==> src/source/gat_pkg.sv <==
// Shared types and weight memory layout for the layer-2 attention fragment
// Layout constants are derived from the default feature sizes only
// Sums are kept full width, no fixed-point rescaling anywhere
package gat_pkg;

  // ====================
  // Feature sizes
  // ====================
  localparam int F_IN_DEFAULT  = 8;
  localparam int F_OUT_DEFAULT = 4;

  // W column by column, then a[0..2F-1]
  localparam int WEIGHT_WORDS  = F_OUT_DEFAULT * F_IN_DEFAULT + 2 * F_OUT_DEFAULT;
  localparam int WEIGHT_ADDR_W = $clog2(WEIGHT_WORDS);

  // ====================
  // Data types
  // ====================
  // Feature, weight or attention weight
  typedef logic signed [7:0] data_t;

  // 16-bit product plus 3 bits of growth over 8 terms
  typedef logic signed [18:0] wh_t;

  // Four 27-bit products plus growth
  typedef logic signed [31:0] score_t;

  // Weight BRAM address
  typedef logic [WEIGHT_ADDR_W-1:0] weight_addr_t;

endpackage
==> src/source/weight_scheduler.sv <==
// Fetches W and a from the weight BRAM once after load_done
// Assumes the BRAM read latency is exactly two cycles
// A second load needs a reset, later load_done pulses are ignored
`timescale 1ns/10ps

module weight_scheduler #(
  parameter int NUM_FEATURE_IN  = gat_pkg::F_IN_DEFAULT,
  parameter int NUM_FEATURE_OUT = gat_pkg::F_OUT_DEFAULT
) (
  input  logic                                                     clk,
  input  logic                                                     rst_n,
  input  logic                                                     load_done,
  output gat_pkg::weight_addr_t                                    rd_addr,
  input  gat_pkg::data_t                                           rd_data,
  output gat_pkg::data_t [NUM_FEATURE_OUT-1:0][NUM_FEATURE_IN-1:0] wgt_matrix,
  output gat_pkg::data_t [2*NUM_FEATURE_OUT-1:0]                   attn_vec,
  output logic                                                     weights_ready
);

  localparam int NUM_WORDS = NUM_FEATURE_OUT * NUM_FEATURE_IN + 2 * NUM_FEATURE_OUT;
  localparam int ROW_W     = (NUM_FEATURE_IN > 1) ? $clog2(NUM_FEATURE_IN) : 1;
  localparam int COL_W     = (NUM_FEATURE_OUT > 1) ? $clog2(NUM_FEATURE_OUT) : 1;
  localparam int ATTN_W    = $clog2(2 * NUM_FEATURE_OUT);

  localparam gat_pkg::weight_addr_t ADDR_LAST = gat_pkg::weight_addr_t'(NUM_WORDS - 1);
  localparam logic [ROW_W-1:0]      ROW_LAST  = ROW_W'(NUM_FEATURE_IN - 1);
  localparam logic [COL_W-1:0]      COL_LAST  = COL_W'(NUM_FEATURE_OUT - 1);
  localparam logic [ATTN_W-1:0]     ATTN_LAST = ATTN_W'(2 * NUM_FEATURE_OUT - 1);

  logic              fetching;
  logic              vld_q1;
  logic              vld_q2;
  logic              matrix_done;
  logic [ROW_W-1:0]  row_idx;
  logic [COL_W-1:0]  col_idx;
  logic [ATTN_W-1:0] attn_idx;

  // ====================
  // Address sequencer
  // ====================
  always_ff @(posedge clk or negedge rst_n) begin
    if (!rst_n) begin
      fetching <= 1'b0;
      rd_addr  <= '0;
    end else if (!fetching) begin
      // Address still at zero means no fetch has run yet
      if (load_done && rd_addr == '0) begin
        fetching <= 1'b1;
      end
    end else if (rd_addr == ADDR_LAST) begin
      fetching <= 1'b0;
    end else begin
      rd_addr <= rd_addr + 1'b1;
    end
  end

  // Valid follows the address through the two BRAM stages
  always_ff @(posedge clk or negedge rst_n) begin
    if (!rst_n) begin
      vld_q1 <= 1'b0;
      vld_q2 <= 1'b0;
    end else begin
      vld_q1 <= fetching;
      vld_q2 <= vld_q1;
    end
  end

  // ====================
  // Unpack returning words
  // ====================
  // Row index is the inner counter since W is stored column after column
  always_ff @(posedge clk or negedge rst_n) begin
    if (!rst_n) begin
      row_idx       <= '0;
      col_idx       <= '0;
      matrix_done   <= 1'b0;
      attn_idx      <= '0;
      weights_ready <= 1'b0;
    end else if (vld_q2) begin
      if (!matrix_done) begin
        if (row_idx == ROW_LAST) begin
          row_idx <= '0;
          if (col_idx == COL_LAST) begin
            matrix_done <= 1'b1;
          end else begin
            col_idx <= col_idx + 1'b1;
          end
        end else begin
          row_idx <= row_idx + 1'b1;
        end
      end else if (!weights_ready) begin
        attn_idx <= attn_idx + 1'b1;
        if (attn_idx == ATTN_LAST) begin
          weights_ready <= 1'b1;
        end
      end
    end
  end

  always_ff @(posedge clk) begin
    if (vld_q2 && !matrix_done) begin
      wgt_matrix[col_idx][row_idx] <= rd_data;
    end
    if (vld_q2 && matrix_done && !weights_ready) begin
      attn_vec[attn_idx] <= rd_data;
    end
  end

endmodule

==> config.mk <==
export PLATFORM = sky130hd
export DESIGN_NAME = weight_scheduler
export DESIGN_NICKNAME = d
export VERILOG_FILES = /design/src/source/gat_pkg.sv /design/src/source/weight_scheduler.sv
export SDC_FILE = /design/constraint.sdc
export NUM_CORES = 1
export LEC_CHECK = 0
export BUFFER_PORTS_ARGS = -buffer_cell sky130_fd_sc_hd__buf_4
export CAP_MARGIN = 25
export CELL_PAD_IN_SITES_DETAIL_PLACEMENT = 1
export CELL_PAD_IN_SITES_GLOBAL_PLACEMENT = 1
export CORE_ASPECT_RATIO = 0.8
export CORE_UTILIZATION = 45
export DETAILED_ROUTE_END_ITERATION = 10
export PLACE_DENSITY = 0.82
export SLEW_MARGIN = 10
export SYNTH_ARGS = -nofsm -noshare
export SYNTH_HDL_FRONTEND = slang
export SYNTH_SLANG_ARGS = --single-unit
==> constraint.sdc <==
create_clock -name clk -period 4 [get_ports clk]
set_clock_uncertainty 0.15 [all_clocks]
set_input_delay 0.4 -clock clk [delete_from_list [all_inputs] [get_ports clk]]
set_output_delay 0.4 -clock clk [all_outputs]
set_load 0.005 [all_outputs]
==> results.txt, run 1 <==
Post-Syn Area -> 10800 µm²
Final Power -> 7.66 mW
GRT Overall Usage -> 24.0%
Final net count -> 844
Max Cap Viol -> 0
Initial antenna violation count -> 0
Drt via density -> 5.06
Startpoint types -> flip-flop
Ports -> 338
Area leader, netlist -> edfxtp_1
Top-area cell type share of the netlist area -> 89.3%
Met3 Wirelength -> 1990 µm
Vias -> 5867
Ys async rst share -> 5.60%
Reg power frac -> 50.6%
Routability cong. -> 0.781
Port buffer count -> 337
RSZ-0062 raised after global routing -> no
Ys flop type -> edfxtp_1
DRT iter0 DRCs -> 371
CP Max Fanout -> 8
Synth top area cells -> edfxtp_1 89%, dfrtp_1 4.4%, nor2_1 1.4%, ha_1 1.2%, mux2_2 0.63%
Die footprint -> 24500 µm²
Root Buffer -> clkbuf_16
WP data required -> 3.97 ns
TritonCTS Buffers -> 34
Pre-CTS setup slack -> 1.36 ns
NetSw -> 1.37 mW
Routed met2 length -> 15200 µm
Post-CTS Setup Bufs -> 0
Worst-case vdd ir drop -> 0.298 mV
Drt pass-1 iters -> 4
P_int -> 6.29 mW
First-pass GRT wire length -> 42000 µm
Ant diodes -> 0
Die Width -> 175 µm
Logic pwr share -> 1.1%
Post-route ant nets -> 0
Final setup margin -> 1.28 ns
Final Routed Wirelength -> 29800 µm
Endpoints failing setup -> 0
Vias in the first global route -> 6209
Maximum root-to-sink buffer count -> 3
Count leader, synth -> edfxtp_1
Number of enable flip-flop cells after synthesis -> 320
Sequential-to-total area share from yosys stat -> 93.8%
Cell variety after synth -> 31
CP Capture Type -> flip-flop
Hold Slack -> 0.170 ns
Yosys warning total -> 0
Hold Vio Cnt, Final -> 0
Worst Path Arrival -> 2.69 ns
Area grow syn2layout -> 39.6%
Pin count of the biggest net entering global routing -> 41
DR top layer -> met4
Detailed placement HPWL -> 18500 µm
DRC Markers -> 0
Core box area -> 23400 µm²
Grt ovf -> 0
Skew-Pair Late Insertion Delay -> 0.49 ns
Met1 wire length -> 11800 µm
Status -> finished clean
Hold crit path type -> input pin to flip-flop
Wire per inst -> 25.7 µm
Row Count -> 50
Clock slew at reported path FFs -> 0.06 ns
Final Cycle Share -> 67.9%
H-tree depth -> 2
CTS tree -> built
Filler cells -> 2039
Seq cells post-synth -> 339
Clock power share -> 48.3%
Post-layout minimum cycle time -> 2.72 ns
Pins Over Slew Limit -> 0
Chip height -> 140 µm
Layout cell share with drive strength beyond 1 -> 48.1%
Initial core utilization -> 46.0%
Total clock sinks -> 339
Syn Nets -> 470
Final TNS setup -> 0 ns
Pwr Density -> 510 nW/µm²
Synth top cells by count -> 320 x edfxtp_1, 41 x nor2_1, 19 x dfrtp_1, 10 x ha_1, 10 x nand2_1
Fmax -> 368 MHz
Worst Tran Pin Value -> 0.787 ns
LEAKAGE -> 5.67 nW
Syn avg cell area -> 24.0 µm²
Crit Path Class -> flip-flop to flip-flop
Net Sw Frac -> 17.9%
Slew headroom -> 47.3%
Mapped Cells -> 449
layer usage:
metal | up-vias | global-route usage (%)
met5 | - | 0
met4 | 0 | 7.83
met3 | 54 | 5.70
met2 | 327 | 41.5
met1 | 2993 | 29.9
li1 | 2493 | -
cell families after synthesis:
logic type / Yosys count / synth area share, %
mux: 7 / 0.733
flops: 339 / 93.8
compound gates: 7 / 0.465
simple gates: 74 / 3.27
xor+xnor: 4 / 0.326
fa+ha+maj: 10 / 1.16
buf+inv: 8 / 0.291
worst max-delay path: stages, from the launching register on:
cell	delay, ns
dfrtp_1	0.40
nor2b_1	0.50
nand2_1	0.54
nor2_1	0.75
registers in the layout, indices dropped and copies added, names as in the netlist, 2 cells and up:
name / cells
attn_vec: 64
row_idx: 3
col_idx: 2
attn_idx: 3
wgt_matrix: 256
rd_addr: 6
power groups by stage:
stage                     sequential, mW  clock, mW  combinational, mW
after detailed placement            3.95          0             0.0823
after global routing                3.88       3.89             0.0857
after floorplan                     3.96          0           0.000143
after global placement              3.95          0             0.0787
final                               3.88       3.70             0.0808
after CTS                           3.88       3.76             0.0830
cell usage in the layout (no fill, tap or decap), types with 2 or more instances in the layout:
cell type,netlist,final
buf_4,0,337
edfxtp_1,320,320
nor2_1,41,41
clkbuf_16,0,37
dfrtp_1,19,19
bufinv_16,0,11
nand2_1,10,10
ha_1,10,10
inv_1,6,6
mux2_2,6,6
nand3b_1,4,4
xnor2_1,4,4
clkinv_2,0,4
clkinv_1,0,4
nand3_1,3,3
clkinvlp_4,0,3
or3b_2,2,2
nand2b_1,2,2
nor3_1,2,2
a21oi_1,2,2
a31o_2,2,2
area by class of cell:
type	count	area [µm²]	share of cell area, %
Clock buffer	38	940	6.26
Multi-Input combinational cell	102	641	4.27
Inverter	6	22.5	0.150
Timing Repair Buffer	340	2550	17.0
Clock inverter	22	388	2.58
Sequential cell	339	10100	67.1
Tap cell	312	390	2.60
final timing paths:
path / from / to / slack, ns / cells after the start
max: vld_q2 / wgt_matrix[57] / 1.28 / 3
min: load_done / fetching / 0.17 / 4
max reg2reg: vld_q2 / wgt_matrix[57] / 1.28 / 3
min reg2reg: vld_q1 / vld_q2 / 0.20 / 0
max in group asynchronous: rst_n / row_idx[0] / 3.30 / 2
min in group asynchronous: rst_n / rd_addr[5] / 0.18 / 2
per-stage QoR:
step	area, µm²	cells	util [%]
after global placement	13700	1096	58.4
final	15000	1159	64.2
after CTS	15000	1157	64.1
after floorplan	10800	449	-
after detailed placement	13700	1096	58.4
after global routing	15000	1159	64.2
timing repair:
item / 4_1_cts / 5_1_grt
setup endpoints to repair: 0 / 0
endpoints found under the hold margin: 19 / 0
gates resized for setup: 0 / 0
hold buffers: 1 / 0
Note: power is estimated with default switching activity, not from simulation.
==> run 2, diff against run 1 <==
- CORE_UTILIZATION: 45 -> 42
- PLACE_DENSITY: 0.82 -> 0.77
- clock period: 4 -> 2.63 ns (I/O delays scaled with it)
==> run 2 against run 1 <==
Effect of this change: die area is 7.1% higher; largest cell class unchanged; first-iteration DRC count is 16% higher; power is 43% higher; highest routed layer unchanged; critical path type unchanged; global-route usage is 1.8 points lower; routed wire length is 1.6% lower; clock-buffer cell count is 1 higher; sequential share of layout area is 0.39 points higher; non-clock buffer count is 10 higher; utilization is 3.9 points lower; flip-flop and latch count stayed put; worst setup slack worse by 1.1 ns.
==> results.txt, run 2 (synthesis results as in run 1) <==
Max FFs per register -> 256 (unchanged)
Vias in the first global route -> 6240 (+0.50%)
Routability cong. -> 0.763 (-2.4%)
Crit Path Class -> flip-flop to flip-flop
Final Cycle Share -> 91.8% (+24 points)
Commonest cells after routing, fill and taps aside -> 349 x buf_4, 320 x edfxtp_1, 41 x nor2_1
Post-layout minimum cycle time -> 2.42 ns (-0.300 ns)
Port buffer count -> 337 (unchanged)
Startpoint types -> flip-flop
Initial core utilization -> 43.4% (-2.5 points)
Hold crit path type -> input pin to flip-flop
First-pass GRT wire length -> 42200 µm (+0.62%)
Initial antenna violation count -> 0 (unchanged)
RSZ-0062 raised after global routing -> no
Layout cell share with drive strength beyond 1 -> 48.0% (about the same)
Post-route ant nets -> 0 (unchanged)
Pin count of the biggest net entering global routing -> 41 (unchanged)
TritonCTS Buffers -> 35 (+2.9%)
Slowest cell on crit path -> nor2_1
Most common cell after layout, fill and taps aside -> buf_4
Root Buffer -> clkbuf_16
Slew headroom -> 50.2% (+2.8 points)
Skew-Pair Late Insertion Delay -> 0.50 ns (about the same)
Area grow syn2layout -> 38.8%
Chip height -> 145 µm (+3.5%)
Max stage delay on crit path -> 0.70 ns (-0.05 ns)
Biggest regs -> wgt_matrix (256), attn_vec (64), rd_addr (6)
Ant diodes -> 0 (unchanged)
CP Max Fanout -> 8 (unchanged)
Max Cap Viol -> 0 (unchanged)
DR top layer -> met4
Die Width -> 181 µm (+3.5%)
Worst-case vdd ir drop -> 0.588 mV (+97%)
DRT iter0 DRCs -> 429 (+16%)
Placed cells -> 1114 (+1.6%)
Worst Path Arrival -> 2.39 ns (-0.30 ns)
CP cell instances -> nor2b_1, nand2_1, nor2_1
LEAKAGE -> 5.66 nW (-0.29%)
Status -> finished clean
Row Count -> 51 (+2.0%)
H-tree depth -> 2 (unchanged)
Final Non-Filler Cells -> 1178 (+1.6%)
Core box area -> 24800 µm² (+5.8%)
DRC Markers -> 0 (unchanged)
Final Routed Wirelength -> 29300 µm (-1.6%)
CTS tree -> built
Resized cells post-CTS -> 0 (unchanged)
Drt via density -> 4.96 (-2.0%)
Fmax -> 414 MHz (+12%)
Routed met2 length -> 14600 µm (-3.8%)
Wire per inst -> 24.9 µm (-3.2%)
CP Capture Type -> flip-flop
Die footprint -> 26300 µm² (+7.1%)
Detailed placement HPWL -> 18100 µm (-2.3%)
Hold Vio Cnt, Final -> 0 (unchanged)
Endpoints failing setup -> 0 (unchanged)
Pins Over Slew Limit -> 0 (unchanged)
Final TNS setup -> 0 ns (unchanged)
Final net count -> 855 (+1.3%)
Ports -> 338 (unchanged)
Pre-CTS setup slack -> 0.206 ns (-1.15 ns)
Vias -> 5844 (-0.39%)
Grt ovf -> 0 (unchanged)
Most flops, register -> wgt_matrix
Filler cells -> 2189 (+7.4%)
Met1 wire length -> 12100 µm (+2.4%)
Pwr Density -> 735 nW/µm² (+44%)
Maximum root-to-sink buffer count -> 3 (unchanged)
Hold Slack -> 0.0233 ns (-0.146 ns)
Clock slew at reported path FFs -> 0.06 ns (about the same)
WP data required -> 2.61 ns (-1.36 ns)
Drt pass-1 iters -> 7 (+3)
Final setup margin -> 0.215 ns (-1.07 ns)
Total clock sinks -> 339 (unchanged)
Worst Tran Pin Value -> 0.745 ns (-0.0425 ns)
GRT Overall Usage -> 22.2% (-1.8 points)
Met3 Wirelength -> 1940 µm (-2.9%)
[run 2: cell count changes in the layout (fill, tap and decap cells not counted), sizes merged]
cell | previous run | this run
buf | 338 | 349
clkinv | 8 | 18
bufinv | 11 | 4
clkinvlp | 3 | 1
inv | 6 | 7
[run 2: power by group]
part           total (mW)  switching, mW  internal, mW
sequential           5.90              0          5.90
clock                4.95           1.99          2.95
combinational       0.122          0.111        0.0109
total                11.0           2.11          8.87
[run 2: worst paths after layout]
check	start	end	slack, ns	cells after the start
max	vld_q2	wgt_matrix[1]	0.21	3
min	load_done	fetching	0.02	4
max reg2reg	vld_q2	wgt_matrix[1]	0.21	3
min reg2reg	vld_q1	vld_q2	0.20	0
max in group asynchronous	rst_n	row_idx[0]	2.08	2
min in group asynchronous	rst_n	attn_idx[2]	0.04	2
[run 2: cell type report]
type                       count  area (µm²)  area share (%)
clock buffer                  39         933            6.25
clock inverter                24         223            1.49
inverter                       6        22.5           0.151
multi-input combinational    102         641            4.29
sequential                   339       10100            67.5
tap                          318         398            2.66
timing repair buffer         350        2630            17.6
[run 2: critical path: cells and delay by family (launching register included)]
kind	cells	cell delay [ns]
DFF	1	0.41
and+or+nand+nor	3	1.48
[run 2: repair_timing]
| item | in CTS | in global routing |
|---|---|---|
| hold buffers | 1 | 0 |
| hold endpoints to repair | 19 | 0 |
| endpoints found under the setup margin | 0 | 0 |
| setup buffers | 0 | 0 |
[run 2: through the flow]
step | total power [mW] | cell area (µm²) | utilization, %
after detailed placement | 6.14 | 13800 | 55.6
after CTS | 11.1 | 14900 | 60.3
final | 11.0 | 14900 | 60.3
after global placement | 6.13 | 13800 | 55.6
after global routing | 11.3 | 14900 | 60.3
after floorplan | 6.02 | 10800 | -
[run 2: layer usage]
metal / vias up / GRT usage, %
met3: 44 / 5.95
met4: 0 / 5.94
met1: 3027 / 28.6
li1: 2523 / -
met5: - / 0
met2: 250 / 37.1
==> run 3, diff against run 2 <==
--- a/config.mk
+++ b/config.mk
@@ -11,7 +11,9 @@
 export CELL_PAD_IN_SITES_GLOBAL_PLACEMENT = 1
 export CORE_ASPECT_RATIO = 0.8
-export CORE_UTILIZATION = 42
+export CORE_UTILIZATION = 44
+export CTS_BUF_LIST = sky130_fd_sc_hd__clkbuf_8
 export DETAILED_ROUTE_END_ITERATION = 10
-export PLACE_DENSITY = 0.77
+export GPL_ROUTABILITY_DRIVEN = 1
+export PLACE_DENSITY = 0.8
 export SLEW_MARGIN = 10
 export SYNTH_ARGS = -nofsm -noshare
--- a/constraint.sdc
+++ b/constraint.sdc
@@ -3,3 +3,3 @@
 set_input_delay 0.263 -clock clk [delete_from_list [all_inputs] [get_ports clk]]
 set_output_delay 0.263 -clock clk [all_outputs]
-set_load 0.005 [all_outputs]
+set_load 0.02 [all_outputs]
==> run 3 against run 2 <==
Effect of this change: routed wire length is 2.8% higher; global-route usage grew 1.7 points; flip-flop and latch count stayed put; sequential power is essentially flat; combinational power increased by 4%; via count is 2.2% higher; critical path type unchanged; largest power group unchanged.
==> results.txt, run 3 (synthesis results as in run 1) <==
Ant diodes -> 0 (unchanged)
CP Max Fanout -> 8 (unchanged)
Chip height -> 142 µm (-2.3%)
DRT iter0 DRCs -> 368 (-14%)
Final Power -> 9.89 mW (-9.8%)
Hold crit path type -> input pin to flip-flop
Most common cell after layout, fill and taps aside -> buf_4
Vias in the first global route -> 6391 (+2.4%)
Sequential cell area -> 10100 µm² (unchanged)
Startpoint types -> flip-flop
NetSw -> 2.04 mW (-3.0%)
WP data required -> 2.72 ns (+0.11 ns)
Detailed placement HPWL -> 19200 µm (+6.3%)
Clock power share -> 39.1% (-6.0 points)
Hold path depth -> 1 (-3)
Ports -> 338 (unchanged)
Total clock sinks -> 339 (unchanged)
CP startpoint -> vld_q2
Clock slew at reported path FFs -> 0.07 ns (about the same)
CP Capture Type -> flip-flop
Port buffer count -> 337 (unchanged)
Reg2reg path depth -> 5 (+2)
Final Routed Wirelength -> 30100 µm (+2.8%)
Pins Over Slew Limit -> 0 (unchanged)
CTS tree -> built
Wire per inst -> 24.6 µm (-1.1%)
Worst Tran Pin Value -> 0.895 ns (+0.151 ns)
Hold Vio Cnt, Final -> 0 (unchanged)
Crit Path Class -> flip-flop to flip-flop
R2r endpoint -> wgt_matrix[57]
FF-to-FF Start -> vld_q2
Worst Path Arrival -> 2.30 ns (-0.09 ns)
Grt ovf -> 0 (unchanged)
LEAKAGE -> 5.75 nW (+1.7%)
Reg power frac -> 59.7% (+5.9 points)
Flop2flop setup slack -> 0.42 ns (+0.21 ns)
Post-route ant nets -> 0 (unchanged)
Die Width -> 177 µm (-2.3%)
P_int -> 7.85 mW (-11%)
Skew-Pair Late Insertion Delay -> 0.56 ns (+0.06 ns)
Initial core utilization -> 45.4% (+1.9 points)
Area grow syn2layout -> 38.2%
H-tree depth -> 2 (unchanged)
Post-layout minimum cycle time -> 2.21 ns (-0.205 ns)
Pwr Density -> 666 nW/µm² (-9.4%)
Max FFs per register -> 256 (unchanged)
Worst-case vdd ir drop -> 0.349 mV (-41%)
Status -> finished clean
Final Cycle Share -> 84.0% (-7.8 points)
Resized cells post-CTS -> 0 (unchanged)
Routability cong. -> 0.798 (+4.6%)
Vias -> 5973 (+2.2%)
DRC Markers -> 0 (unchanged)
Logic pwr share -> 1.3% (+0.2 points)
Drt pass-1 iters -> 4 (-3)
Max Cap Viol -> 0 (unchanged)
Filler cells -> 2093 (-4.4%)
Root Buffer -> clkbuf_8
Final net count -> 894 (+4.6%)
Fmax -> 452 MHz (+9.3%)
Commonest cells after routing, fill and taps aside -> 371 x buf_4, 320 x edfxtp_1, 52 x clkbuf_8
Pin count of the biggest net entering global routing -> 41 (unchanged)
Die footprint -> 25100 µm² (-4.5%)
First-pass GRT wire length -> 42600 µm (+0.90%)
Maximum root-to-sink buffer count -> 3 (unchanged)
Endpoints failing setup -> 0 (unchanged)
Area of the multi-input gates -> 641 µm² (unchanged)
Crit path to -> wgt_matrix[57]
Core box area -> 23700 µm² (-4.2%)
Net Sw Frac -> 20.6% (+1.4 points)
Final TNS setup -> 0 ns (unchanged)
Slew headroom -> 40.1% (-10 points)
Drt via density -> 4.88 (-1.6%)
GRT Overall Usage -> 23.9% (+1.7 points)
Row Count -> 50 (-2.0%)
Biggest regs -> wgt_matrix (256), attn_vec (64), rd_addr (6)
Initial antenna violation count -> 0 (unchanged)
Most flops, register -> wgt_matrix
RSZ-0062 raised after global routing -> no
TritonCTS Buffers -> 50 (+43%)
Layout cell share with drive strength beyond 1 -> 48.7% (+0.66 points)
[run 3: per-stage QoR]
stage          setup slack [ns]  std cells  util, %  hold slack [ns]  area [µm²]
2_1_floorplan             0.465        449        -           -0.183       10800
3_3_place_gp              0.494       1130     58.7         -0.00138       13900
3_5_place_dp              0.423       1130     58.7          0.00634       13900
4_1_cts                   0.391       1224     62.7           0.0670       14900
5_1_grt                   0.294       1224     62.7           0.0722       14900
6_report                  0.420       1224     62.7           0.0771       14900
[run 3: worst min path at each step]
stage | start | to | slack (ns)
final | rd_data[5] | wgt_matrix[5] | 0.08
after global routing | rd_data[5] | wgt_matrix[5] | 0.07
after CTS | rd_data[5] | wgt_matrix[5] | 0.07
after detailed placement | rst_n | rd_addr[0] | 0.006
after global placement | rst_n | rd_addr[1] | -0.001
after floorplan | rst_n | attn_idx[0] | -0.18
[run 3: power groups by stage]
stage                     Combinational [mW]  Sequential [mW]  Clock [mW]
final                                  0.127             5.90        3.86
after detailed placement               0.126             6.01           0
after CTS                              0.130             5.90        3.95
after global routing                   0.135             5.90        4.15
after global placement                 0.123             6.01           0
after floorplan                     0.000217             6.02           0
[run 3: layout make-up]
class | count | share of cell area (%)
Tap cell | 312 | 2.63
Inverter | 6 | 0.152
Sequential cell | 339 | 67.9
Clock inverter | 39 | 1.29
Clock buffer | 52 | 4.82
Multi-Input combinational cell | 102 | 4.31
Timing Repair Buffer | 374 | 18.9
[run 3: critical path, stage by stage (launching register included)]
cell and delay, ns:
dfrtp_1 0.44, nor2b_1 0.30, buf_4 0.20, nand2_1 0.35, nor2_1 0.27, buf_4 0.20
[run 3: repair_timing]
action                                 CTS  global route
hold buffers                             3             0
setup buffers                            0             0
endpoints found under the hold margin   20             0
[run 3: layer usage]
layer / GRT usage (%) / vias up / wire [µm]
met5: 0 / - / 0
met4: 6.17 / 0 / 552
met3: 5.39 / 52 / 1940
met2: 42.9 / 280 / 15800
met1: 29.1 / 3040 / 11800
li1: - / 2601 / -
